File: src/rtl/cam_lookup_params.svh
/* CAM lookup sizes and register map */
`ifndef CAM_LOOKUP_PARAMS_SVH
`define CAM_LOOKUP_PARAMS_SVH

`define CAM_ELS         8
`define CAM_TAG_W       8
`define CAM_VAL_W       16
`define CAM_IDX_W       3

`define APB_ADDR_W      8
`define APB_DATA_W      32

// Register offsets
`define CAM_REG_INSERT  8'h00
`define CAM_REG_DELETE  8'h04
`define CAM_REG_LOOKUP  8'h08
`define CAM_REG_RESULT  8'h0C
`define CAM_REG_STATUS  8'h10

`endif

File: src/rtl/cam_lookup_pkg.sv
/* CAM lookup types */
`include "cam_lookup_params.svh"

package cam_lookup_pkg;

  typedef enum logic [1:0] {
    OP_INSERT,
    OP_DELETE,
    OP_LOOKUP
  } cam_op_e;

  typedef enum logic [1:0] {
    RD_RESULT,
    RD_STATUS,
    RD_NONE
  } cam_rd_sel_e;

  // INSERT word: tag and value side by side
  typedef struct packed {
    logic [`APB_DATA_W-`CAM_TAG_W-`CAM_VAL_W-1:0] rsvd;
    logic [`CAM_TAG_W-1:0]                        tag;
    logic [`CAM_VAL_W-1:0]                        value;
  } cam_ins_t;

  // DELETE and LOOKUP word: tag in the low byte
  typedef struct packed {
    logic [`APB_DATA_W-`CAM_TAG_W-1:0] rsvd;
    logic [`CAM_TAG_W-1:0]             tag;
  } cam_key_t;

  typedef union packed {
    cam_ins_t ins;
    cam_key_t key;
  } cam_wdata_u;

endpackage

File: src/rtl/cam_lookup_if.sv
/* CAM command and result interfaces */
`include "cam_lookup_params.svh"

interface cam_cmd_if;
  import cam_lookup_pkg::*;

  logic                  cmd_v;
  cam_op_e               op;
  logic [`CAM_TAG_W-1:0] tag;
  logic [`CAM_VAL_W-1:0] value;
  // Valid in every APB access phase
  cam_rd_sel_e           rd_sel;

  modport decoder (output cmd_v, op, tag, value, rd_sel);
  modport sink    (input  cmd_v, op, tag, value, rd_sel);
endinterface

interface cam_res_if;
  logic                  res_v;
  logic                  hit;
  logic [`CAM_IDX_W-1:0] index;
  logic [`CAM_VAL_W-1:0] value;
  logic [`CAM_ELS-1:0]   empty;
  logic                  full;
  logic                  overflow;

  modport engine (output res_v, hit, index, value, empty, full, overflow);
  modport sink   (input  res_v, hit, index, value, empty, full, overflow);
endinterface

File: src/rtl/cam_apb_decoder.sv
/* APB decoder for the CAM */
`include "cam_lookup_params.svh"

module cam_apb_decoder (
  input  logic                   clk_i,
  input  logic                   rst_n_i,
  input  logic                   psel_i,
  input  logic                   penable_i,
  input  logic                   pwrite_i,
  input  logic [`APB_ADDR_W-1:0] paddr_i,
  input  logic [`APB_DATA_W-1:0] pwdata_i,
  output logic                   pready_o,
  output logic                   pslverr_o,
  cam_cmd_if.decoder             cmd
);
  import cam_lookup_pkg::*;

  cam_wdata_u  wdata;
  cam_op_e     op_dec;
  cam_rd_sel_e rd_dec;
  logic        is_cmd;
  logic        is_rd;
  logic        access;
  logic        addr_ok;

  assign access = psel_i & penable_i;

  // Address map
  always_comb
  begin
    op_dec = OP_LOOKUP;
    rd_dec = RD_NONE;
    is_cmd = 1'b0;
    is_rd  = 1'b0;
    case (paddr_i)
      `CAM_REG_INSERT:
      begin
        op_dec = OP_INSERT;
        is_cmd = 1'b1;
      end
      `CAM_REG_DELETE:
      begin
        op_dec = OP_DELETE;
        is_cmd = 1'b1;
      end
      `CAM_REG_LOOKUP:
      begin
        op_dec = OP_LOOKUP;
        is_cmd = 1'b1;
      end
      `CAM_REG_RESULT:
      begin
        rd_dec = RD_RESULT;
        is_rd  = 1'b1;
      end
      `CAM_REG_STATUS:
      begin
        rd_dec = RD_STATUS;
        is_rd  = 1'b1;
      end
      default: ;
    endcase
  end

  // Writes go to command registers, reads to result registers
  assign addr_ok   = pwrite_i ? is_cmd : is_rd;
  assign pslverr_o = access & ~addr_ok;
  assign pready_o  = 1'b1;

  assign wdata = pwdata_i;

  assign cmd.cmd_v  = access & pwrite_i & is_cmd;
  assign cmd.op     = op_dec;
  assign cmd.tag    = (op_dec == OP_INSERT) ? wdata.ins.tag : wdata.key.tag;
  assign cmd.value  = wdata.ins.value;
  assign cmd.rd_sel = (access & ~pwrite_i & is_rd) ? rd_dec : RD_NONE;

  // Access phase always follows a setup phase
  a_apb_setup_first: assert property (
    @(posedge clk_i) disable iff (!rst_n_i)
    penable_i |-> psel_i && $past(psel_i)
  ) else $error("penable high without psel or setup phase");

endmodule

File: src/rtl/cam_tag_array.sv
/* CAM valid and tag storage */
`include "cam_lookup_params.svh"

module cam_tag_array (
  input  logic                  clk_i,
  input  logic                  rst_n_i,
  // Zero or one-hot
  input  logic [`CAM_ELS-1:0]   w_v_i,
  input  logic                  w_set_not_clear_i,
  input  logic [`CAM_TAG_W-1:0] w_tag_i,
  output logic [`CAM_ELS-1:0]   w_empty_o,
  input  logic                  r_v_i,
  input  logic [`CAM_TAG_W-1:0] r_tag_i,
  output logic [`CAM_ELS-1:0]   r_match_o
);

  logic [`CAM_ELS-1:0]                 v_r;
  logic [`CAM_ELS-1:0][`CAM_TAG_W-1:0] tag_r;

  always_ff @(posedge clk_i)
  begin
    if (!rst_n_i)
      v_r <= '0;
    else
      for (int i = 0; i < `CAM_ELS; i++)
        if (w_v_i[i])
          v_r[i] <= w_set_not_clear_i;
  end

  // Tags are only loaded on a set
  always_ff @(posedge clk_i)
  begin
    for (int i = 0; i < `CAM_ELS; i++)
      if (w_v_i[i] & w_set_not_clear_i)
        tag_r[i] <= w_tag_i;
  end

  for (genvar i = 0; i < `CAM_ELS; i++)
  begin : g_entry
    assign r_match_o[i] = r_v_i & v_r[i] & (tag_r[i] == r_tag_i);
    assign w_empty_o[i] = ~v_r[i];
  end

  // Engine keeps tags unique
  a_match_onehot0: assert property (
    @(posedge clk_i) disable iff (!rst_n_i) $onehot0(r_match_o)
  ) else $error("multiple matching entries %b", r_match_o);

  a_set_onehot0: assert property (
    @(posedge clk_i) disable iff (!rst_n_i)
    $onehot0(w_v_i & {`CAM_ELS{w_set_not_clear_i}})
  ) else $error("set write not one-hot %b", w_v_i);

endmodule

File: src/rtl/cam_lookup_engine.sv
/* CAM insert, delete and lookup engine */
`include "cam_lookup_params.svh"

module cam_lookup_engine (
  input  logic     clk_i,
  input  logic     rst_n_i,
  cam_cmd_if.sink  cmd,
  cam_res_if.engine res
);
  import cam_lookup_pkg::*;

  logic [`CAM_ELS-1:0]   match;
  logic [`CAM_ELS-1:0]   empty;
  logic [`CAM_ELS-1:0]   free_oh;
  logic [`CAM_ELS-1:0]   w_v;
  logic                  w_set;
  logic                  hit;
  logic                  full;
  logic                  is_insert;
  logic                  overflow_r;
  logic [`CAM_IDX_W-1:0] match_idx;
  logic [`CAM_VAL_W-1:0] val_r [`CAM_ELS];

  cam_tag_array u_tag_array (
    .clk_i             (clk_i),
    .rst_n_i           (rst_n_i),
    .w_v_i             (w_v),
    .w_set_not_clear_i (w_set),
    .w_tag_i           (cmd.tag),
    .w_empty_o         (empty),
    .r_v_i             (cmd.cmd_v),
    .r_tag_i           (cmd.tag),
    .r_match_o         (match)
  );

  assign hit       = |match;
  assign full      = ~|empty;
  assign is_insert = cmd.cmd_v & (cmd.op == OP_INSERT);
  assign w_set     = (cmd.op == OP_INSERT);

  // Lowest empty entry and match index
  always_comb
  begin
    free_oh   = '0;
    match_idx = '0;
    for (int i = `CAM_ELS - 1; i >= 0; i--)
      if (empty[i])
        free_oh = `CAM_ELS'(1) << i;
    for (int i = 0; i < `CAM_ELS; i++)
      if (match[i])
        match_idx = i[`CAM_IDX_W-1:0];
  end

  // Existing tag is overwritten in place; free_oh is zero when full
  always_comb
  begin
    w_v = '0;
    if (cmd.cmd_v)
      case (cmd.op)
        OP_INSERT: w_v = hit ? match : free_oh;
        OP_DELETE: w_v = match;
        default:   w_v = '0;
      endcase
  end

  always_ff @(posedge clk_i)
  begin
    for (int i = 0; i < `CAM_ELS; i++)
      if (w_v[i] & w_set)
        val_r[i] <= cmd.value;
  end

  // Sticky until reset
  always_ff @(posedge clk_i)
  begin
    if (!rst_n_i)
      overflow_r <= 1'b0;
    else if (is_insert & ~hit & full)
      overflow_r <= 1'b1;
  end

  assign res.res_v    = cmd.cmd_v & (cmd.op == OP_LOOKUP);
  assign res.hit      = hit;
  assign res.index    = match_idx;
  assign res.value    = hit ? val_r[match_idx] : '0;
  assign res.empty    = empty;
  assign res.full     = full;
  assign res.overflow = overflow_r;

  // Insert writes exactly one entry unless it is dropped
  a_insert_one_entry: assert property (
    @(posedge clk_i) disable iff (!rst_n_i)
    is_insert |-> ((full && !hit) ? (w_v == '0) : $onehot(w_v))
  ) else $error("insert selected entries %b", w_v);

endmodule

File: src/rtl/cam_result_regs.sv
/* CAM result latch and read mux */
`include "cam_lookup_params.svh"

module cam_result_regs (
  input  logic                   clk_i,
  input  logic                   rst_n_i,
  cam_cmd_if.sink                cmd,
  cam_res_if.sink                res,
  output logic [`APB_DATA_W-1:0] prdata_o
);
  import cam_lookup_pkg::*;

  logic                   hit_r;
  logic [`CAM_IDX_W-1:0]  idx_r;
  logic [`CAM_VAL_W-1:0]  val_r;
  logic [`APB_DATA_W-1:0] result_word;
  logic [`APB_DATA_W-1:0] status_word;

  // Latched on each lookup
  always_ff @(posedge clk_i)
  begin
    if (!rst_n_i)
    begin
      hit_r <= 1'b0;
      idx_r <= '0;
      val_r <= '0;
    end
    else if (res.res_v)
    begin
      hit_r <= res.hit;
      idx_r <= res.index;
      val_r <= res.value;
    end
  end

  // hit at 31, index at 26..24, value at 15..0
  assign result_word = {hit_r, 4'b0, idx_r, 8'b0, val_r};

  // Live table state
  assign status_word = {{(`APB_DATA_W-`CAM_ELS-2){1'b0}}, res.overflow, res.full, res.empty};

  always_comb
  begin
    case (cmd.rd_sel)
      RD_RESULT: prdata_o = result_word;
      RD_STATUS: prdata_o = status_word;
      default:   prdata_o = '0;
    endcase
  end

endmodule

File: src/rtl/cam_lookup_top.sv
/* CAM lookup with APB port */
`include "cam_lookup_params.svh"

module cam_lookup_top (
  input  logic                   clk_i,
  input  logic                   rst_n_i,
  input  logic                   psel_i,
  input  logic                   penable_i,
  input  logic                   pwrite_i,
  input  logic [`APB_ADDR_W-1:0] paddr_i,
  input  logic [`APB_DATA_W-1:0] pwdata_i,
  output logic [`APB_DATA_W-1:0] prdata_o,
  output logic                   pready_o,
  output logic                   pslverr_o
);

  cam_cmd_if cmd_if ();
  cam_res_if res_if ();

  cam_apb_decoder u_decoder (
    .clk_i     (clk_i),
    .rst_n_i   (rst_n_i),
    .psel_i    (psel_i),
    .penable_i (penable_i),
    .pwrite_i  (pwrite_i),
    .paddr_i   (paddr_i),
    .pwdata_i  (pwdata_i),
    .pready_o  (pready_o),
    .pslverr_o (pslverr_o),
    .cmd       (cmd_if.decoder)
  );

  cam_lookup_engine u_engine (
    .clk_i   (clk_i),
    .rst_n_i (rst_n_i),
    .cmd     (cmd_if.sink),
    .res     (res_if.engine)
  );

  cam_result_regs u_result_regs (
    .clk_i    (clk_i),
    .rst_n_i  (rst_n_i),
    .cmd      (cmd_if.sink),
    .res      (res_if.sink),
    .prdata_o (prdata_o)
  );

endmodule

File: config.mk
export PLATFORM = sky130hd
export DESIGN_NAME = cam_lookup_top
export DESIGN_NICKNAME = d
export VERILOG_FILES = /design/src/rtl/cam_lookup_pkg.sv /design/src/rtl/cam_lookup_if.sv /design/src/rtl/cam_apb_decoder.sv /design/src/rtl/cam_tag_array.sv /design/src/rtl/cam_lookup_engine.sv /design/src/rtl/cam_result_regs.sv /design/src/rtl/cam_lookup_top.sv
export VERILOG_INCLUDE_DIRS = /design/src /design/src/rtl
export SDC_FILE = /design/constraint.sdc
export NUM_CORES = 1
export LEC_CHECK = 0
export CORE_MARGIN = 4
export CORE_UTILIZATION = 55
export DETAILED_ROUTE_END_ITERATION = 8
export DONT_BUFFER_PORTS = 1
export HOLD_SLACK_MARGIN = 0.08
export PLACE_DENSITY = 0.77
export SKIP_CTS_REPAIR_TIMING = 1
export SLEW_MARGIN = 10
export SYNTH_ARGS = -nofsm -noshare
export SYNTH_HDL_FRONTEND = slang
export SYNTH_SLANG_ARGS = --single-unit
File: constraint.sdc
create_clock -name clk_i -period 5.8 [get_ports clk_i]
set_input_delay 0.29 -clock clk_i [delete_from_list [all_inputs] [get_ports clk_i]]
set_output_delay 0.29 -clock clk_i [all_outputs]
set_load 0.02 [all_outputs]
==> impl_metrics.toml, run 1 <==
[synth]
synth_top_family_by_area = "simple AND/OR/NAND/NOR gates"
synth.area.top_cells = "edfxtp_1 (50%), dfxtp_1 (5.0%), xnor2_1 (3.7%)"
yosysTopAreaCell = "edfxtp_1"
synth_mux_area_share_pct = 2.668
synth_edf_count = 192
synth_top_area_share_pct = 49.58
synth-compound-area-share_pct = 14.37
synthArstFlopShare_pct = 0
synth_common_cells = "edfxtp_1 (192), nand3_1 (64), nand2_1 (49), xnor2_1 (49), clkbuf_1 (48)"
ys_seq_elements = 221
ys_types = 80
synth_area_um2 = 11630
yosysMostFrequentCell = "edfxtp_1"
yosysSeqAreaShare_pct = 54.57
yosys_most_used_dff = "edfxtp_1"
yosys_warnings = 0
synthCells = 1037
synth_xor_area_share_pct = 5.724
synthAdderAreaFrac_pct = 0
synthSimpleGateAreaFrac_pct = 18.10
syn_area_per_cell_um2 = 11.21

[sta]
max_freq_mhz = 220.6
rsz0062_at_grt = "false"
hold_viol = 0
fin_crit_ps = 4533
skew_ps = 20.04
slew_headroom_pct = 23.97
drv_slew = 0
period_share_pct = 78.15
setup_ws_ps = 1267
finalSetupTns_ps = 0
worst_pin_slew_ps = 1139
whs_ps = 38.56
finalSetupViolations = 0

[cells_and_area]
final_util_pct = 62.31
drive_gt1_share_pct = 7.502
fin_nets = 1081
n_antenna_cell = 0
area_growth_pct = 9.824

[worst_hold_path]
worstHoldStart = "paddr_i[3]"
hold-path-endpoint = "u_result_regs.idx_r[1]"
hold_path_class = "in -> reg"
min_path_cells = 3

[worst_setup_path]
path_delay_family = "simple AND/OR/NAND/NOR gates"
path_cells = "o21ai_0 > or4_1 > and2_1 > or4_1 > buf_4 > and4_1 > a21oi_1 > o21ai_0 > a21oi_2 > buf_4"
crit_buf_inv = 2
crit_slowest_cell = "a21oi_2"
worstSetupPathDepth = 10
r2r_end = "u_engine.u_tag_array.tag_r[61]"
start_kind = "register"
worstSetupPathType = "reg -> reg"
reg2reg_from = "u_engine.u_tag_array.v_r[3]"
worst_path_largest_cell_delay_ps = 920
reg2reg_depth = 10
r2r_slack_ps = 1270
path_max_fanout = 16
cp-end-kind = "register"
crit_required_ps = 6040
cp.arrival_ps = 4770

[grt]
grt-busiest-layer = "met2"
grt_max_degree = 38
grt-ovfl-total = 0
use_met2_pct = 40.98
grt_antenna_before_repair = 0
grt_use_met3_pct = 6.701
grt_pass1_wl_um = 49020
use_met1_pct = 36.92
grt_use_total_pct = 26.54
grt_pass1_vias = 8425

[placed_design]
place.gp.congestion = 1.035
dp_slack_ps = 887.1
dp_hpwl_um = 22150
portBuffers = 0

[floorplan]
pin_count = 79
num_rows = 52
die-area_um2 = 23530
core_um2 = 20490
die_y_um = 153.4
start_util_pct = 56.74
die_width_um = 153.4

[route]
wirelength_um = 32660
dr.pass1.iters = 7
drc = 0
drtIter0Drc = 1078
ant_nets = 0
wire_per_inst_um = 24.68
vias = 8942
routed_via_density = 6.759

[cts]
cts_inserted_buffers = 23
clock_latency_ps = 540
h-tree-depth = 1
cts_tree = "built"
clkSinkCount = 221
path_clk_slew_ps = 60
cts_buffer_depth = 3
root_buffer = "clkbuf_16"

[pwr]
power_mw = 3.247
power_density_nw_per_um2 = 254.2
vdd_drop_max_mv = 0.1932
p_leak_nw = 4.311

[run_status]
run_status = "finished clean"

[job]
max_cap_violations = 0
cell families (layout without fill, tap and decap cells):
| kind of cell | Yosys count | in the layout |
|---|---|---|
| AO/OA/AOI/OAI | 217 | 217 |
| XOR/XNOR | 76 | 76 |
| flip-flops | 221 | 221 |
| AND/OR/NAND/NOR | 371 | 371 |
| multiplexers | 31 | 31 |
| buffers and inverters | 119 | 124 |
| other | 2 | 13 |
worst min-delay path: cells and delay by family:
kind	cells	cell delay, ps
AND/OR/NAND/NOR	3	240
through the flow:
| step | cells | cell area, µm² |
|---|---|---|
| floorplan | 1048 | 11670 |
| global placement | 1264 | 11890 |
| detailed placement | 1264 | 11890 |
| CTS | 1306 | 12600 |
| global route | 1323 | 12770 |
| finish | 1323 | 12770 |
how the worst max path moves through the flow:
stage / start / to / slack, ps
2_1_floorplan: paddr_i[5] / u_engine.u_tag_array.tag_r[56] / 1030
3_3_place_gp: paddr_i[5] / u_engine.u_tag_array.tag_r[61] / 1040
3_5_place_dp: paddr_i[3] / u_engine.u_tag_array.tag_r[61] / 890
4_1_cts: u_engine.u_tag_array.v_r[3] / u_engine.u_tag_array.tag_r[61] / 1370
5_1_grt: u_engine.u_tag_array.tag_r[16] / u_result_regs.val_r[0] / 1080
6_report: u_engine.u_tag_array.v_r[3] / u_engine.u_tag_array.tag_r[61] / 1270
area by class of cell:
class	count	area, µm²
Fill cell	1548	7724
Sequential cell	221	6346
Multi-Input combinational cell	708	4855
Clock buffer	33	654.4
Timing Repair Buffer	41	362.8
Tap cell	270	337.8
Inverter	41	153.9
Clock inverter	9	61.31
registers in the layout, indices dropped and copies added (netlist names):
register                    flops
u_result_regs.idx_r             3
u_engine.val_r                128
u_engine.u_tag_array.v_r        8
u_engine.res.overflow           1
u_engine.u_tag_array.tag_r     64
u_result_regs.val_r            16
u_result_regs.hit_r             1
placed cells by master (no fill, tap or decap), types with 13 or more instances in the layout:
cell,Yosys,routed
a211oi_1,16,16
a21boi_0,27,27
a21oi_1,28,22
and2_1,22,22
and3_1,30,30
buf_4,13,23
clkbuf_16,0,24
conb_1,2,13
dfxtp_1,29,29
dlygate4sd3_1,0,17
edfxtp_1,192,192
inv_1,40,40
mux2i_1,31,31
nand2_1,49,49
nand2b_1,28,28
nand3_1,64,64
nand4_1,35,35
nor2_1,40,39
nor3_1,15,15
nor4_1,31,30
o211ai_1,14,14
o21ai_0,24,24
o311ai_1,13,13
or4_1,20,20
xnor2_1,49,49
xor2_1,27,27
power breakdown:
part           leakage (nW)  switching, mW  internal (mW)
sequential             1.96      0.0000134           1.73
combinational          2.01         0.0779         0.0419
clock                 0.347          0.611          0.791
total                  4.31          0.688           2.56
routing by layer:
metal,up-vias,wire length (µm)
li1,3973,-
met1,4335,13070
met2,540,14550
met3,94,4012
met4,0,1023
met5,-,0
Note: power is estimated with default switching activity, not from simulation.
==> run 2: changes to the inputs <==
--- a/config.mk
+++ b/config.mk
@@ -6,6 +6,7 @@
 export SDC_FILE = /design/constraint.sdc
 export NUM_CORES = 1
 export LEC_CHECK = 0
+export ABC_AREA = 1
 export CORE_MARGIN = 4
 export CORE_UTILIZATION = 55
 export DETAILED_ROUTE_END_ITERATION = 8
==> constraint.sdc (replaced) <==
create_clock -name clk_i -period 4.6 [get_ports clk_i]
set_input_delay 0.23 -clock clk_i [delete_from_list [all_inputs] [get_ports clk_i]]
set_output_delay 0.23 -clock clk_i [all_outputs]
set_load 0.02 [all_outputs]
==> run 2 against run 1 <==
Via count grew 6.7%. Sequential share of layout area shrank 0.66 points. Utilization grew 0.84 points. Global-route usage shrank 1.6 points. Non-clock buffer count grew 2. Flip-flop and latch count is the same. Cell count grew 26%. Register-to-register slack gained 230 ps. Die area is essentially flat. Area after synthesis is essentially flat. Total power grew 36%. Critical path depth grew 10. Critical endpoint is now u_result_regs.val_r[15]. Largest cell class unchanged. Largest power group unchanged.
==> impl_metrics.toml, run 2 <==
[run_status]
run_status = "finished clean"

[floorplan]
die_y_um = 153.4
core_um2 = 20490
pin_count = 79
die_width_um = 153.4
start_util_pct = 56.71
num_rows = 52
die-area_um2 = 23520

[grt]
grt_max_degree = 66
grt-ovfl-total = 0
grt_pass1_wl_um = 47040
grt_antenna_before_repair = 0
grt_pass1_vias = 8838
grt_use_total_pct = 24.97

[worst_setup_path]
r2r_slack_ps = 1500
worst_path_largest_cell_delay_ps = 570
r2r_end = "u_result_regs.val_r[15]"
path_delay_family = "simple AND/OR/NAND/NOR gates"
crit_required_ps = 5060
crit_slowest_cell = "inv_2"
path_max_fanout = 33
crit_path_frequent_cell = "nand2_1"
worstSetupPathDepth = 20
endpoint = "u_result_regs.val_r[15]"
path_cells = "nor2_2 > nand2_2 > nor2_8 > inv_2 > nand2_1 > nand2_1 > nand2_1 > nand4_1 > nor4_1 > nand2_1 > nand2_1 > nor2_4 > buf_4 > inv_2 > nand3_1 > nand2_1 > nand2_1 > nand2_1 > nand2_1 > a21oi_1"
reg2reg_from = "u_engine.u_tag_array.v_r[6]"
cp-startpoint = "paddr_i[7]"
cp.arrival_ps = 4060
start_kind = "input pin"
worstSetupPathType = "in -> reg"
reg2reg_depth = 15
cp-end-kind = "register"
crit_buf_inv = 3

[cells_and_area]
final_util_pct = 63.16
largestRegisters = "u_engine.val_r (128), u_engine.u_tag_array.tag_r (64), u_result_regs.val_r (16)"
n_antenna_cell = 0
largest_reg_flops = 128
drive_gt1_share_pct = 8.363
fin_nets = 1427
final_common_cell = "nand2_1"
top_register = "u_engine.val_r"
area_growth_pct = 11.37
final_cell_mix = "nand2_1 (401), nand3_1 (195), inv_1 (193)"

[cts]
root_buffer = "clkbuf_16"
h-tree-depth = 1
clock_latency_ps = 540
cts_tree = "built"
cts_buffer_depth = 3
clkSinkCount = 221
cts_inserted_buffers = 24
path_clk_slew_ps = 60

[sta]
period_share_pct = 78.32
worst_pin_slew_ps = 1106
fin_crit_ps = 3603
finalSetupTns_ps = 0
hold_viol = 0
whs_ps = 111.9
finalSetupViolations = 0
max_freq_mhz = 277.6
setup_ws_ps = 997.4
drv_slew = 0
slew_headroom_pct = 26.21
rsz0062_at_grt = "false"
skew_ps = 23.66

[worst_hold_path]
hold_path_class = "in -> reg"
worstHoldStart = "pwdata_i[7]"

[synth]
yosys_most_used_dff = "edfxtp_1"
synth_area_um2 = 11620
ys_types = 39
yosysTopAreaCell = "edfxtp_1"
yosysMostFrequentCell = "nand2_1"
yosys_warnings = 0
syn_area_per_cell_um2 = 8.546
synthCells = 1360
ys_seq_elements = 221
synth.area.top_cells = "edfxtp_1 (50%), nand2_1 (13%), nand3_1 (8.4%)"
synth_edf_count = 192
yosysSeqAreaShare_pct = 54.60
synth_common_cells = "nand2_1 (402), nand3_1 (196), inv_1 (193), edfxtp_1 (192), nor2_1 (64)"
synth_top_area_share_pct = 49.61
synthArstFlopShare_pct = 0

[pwr]
power_mw = 4.430
vdd_drop_max_mv = 0.2994
power_density_nw_per_um2 = 342.2
p_leak_nw = 5.396

[route]
drtIter0Drc = 1188
ant_nets = 0
vias = 9540
wire_per_inst_um = 18.33
wirelength_um = 30600
drc = 0
dr.pass1.iters = 6
routed_via_density = 5.716

[placed_design]
portBuffers = 0
dp_slack_ps = 555.9
dp_hpwl_um = 19520
place.gp.congestion = 0.9738

[job]
max_cap_violations = 0
## run 2: layer usage
metal  routed length (µm)  track usage, %  share of wire (%)
met1                12560           35.73                 41
met2                13750           39.30                 45
met3                 3636           5.089                 12
met4                  659           6.644                2.2
met5                    0               0                  0
## run 2: logic make-up (layout without fill, tap and decap cells)
kind of cell | Yosys count | count (layout) | share of synthesized area [%]
AOI/OAI and AO/OA | 67 | 67 | 3.165
xor gates and xnor gates | 7 | 7 | 0.5275
buffers and inverters | 258 | 286 | 9.721
DFF | 221 | 221 | 54.60
other | 2 | 13 | 0.06462
and+or+nand+nor | 805 | 805 | 31.92
## run 2: worst min path at each step
stage	to	cells past startpoint
3_3_place_gp	u_engine.val_r[6][10]	0
4_1_cts	u_engine.val_r[1][8]	0
5_1_grt	u_engine.u_tag_array.tag_r[23]	2
3_5_place_dp	u_engine.val_r[7][10]	0
6_report	u_engine.u_tag_array.tag_r[23]	2
2_1_floorplan	u_engine.val_r[0][0]	0
## run 2: cell type report
cell class	count	area, µm²
multi-input cells	892	4223
clock buffers	28	625.6
inverters	200	750.7
repair buffers	43	415.4
well taps	270	337.8
fillers	1677	7551
clock inverters	15	245.2
flip-flops and latches	221	6346
## run 2: worst register-to-register path: cells and delay by family (launching register included)
| kind | cells | cell delay [ps] |
|---|---|---|
| AOI/OAI and AO/OA | 1 | 140 |
| DFF | 1 | 350 |
| and+or+nand+nor | 11 | 1670 |
| buffers and inverters | 3 | 890 |
## run 2: power breakdown
part | total (mW) | leakage, nW | switching [mW] | internal, mW
Combinational | 0.158 | 3.01 | 0.117 | 0.0405
Clock | 2.10 | 0.425 | 0.785 | 1.31
Sequential | 2.18 | 1.96 | 0.00000587 | 2.18
## run 2: stage by stage
step           std cells  area, µm²
2_1_floorplan       1371      11660
3_3_place_gp        1609      11900
3_5_place_dp        1609      11900
4_1_cts             1652      12770
5_1_grt             1669      12940
6_report            1669      12940
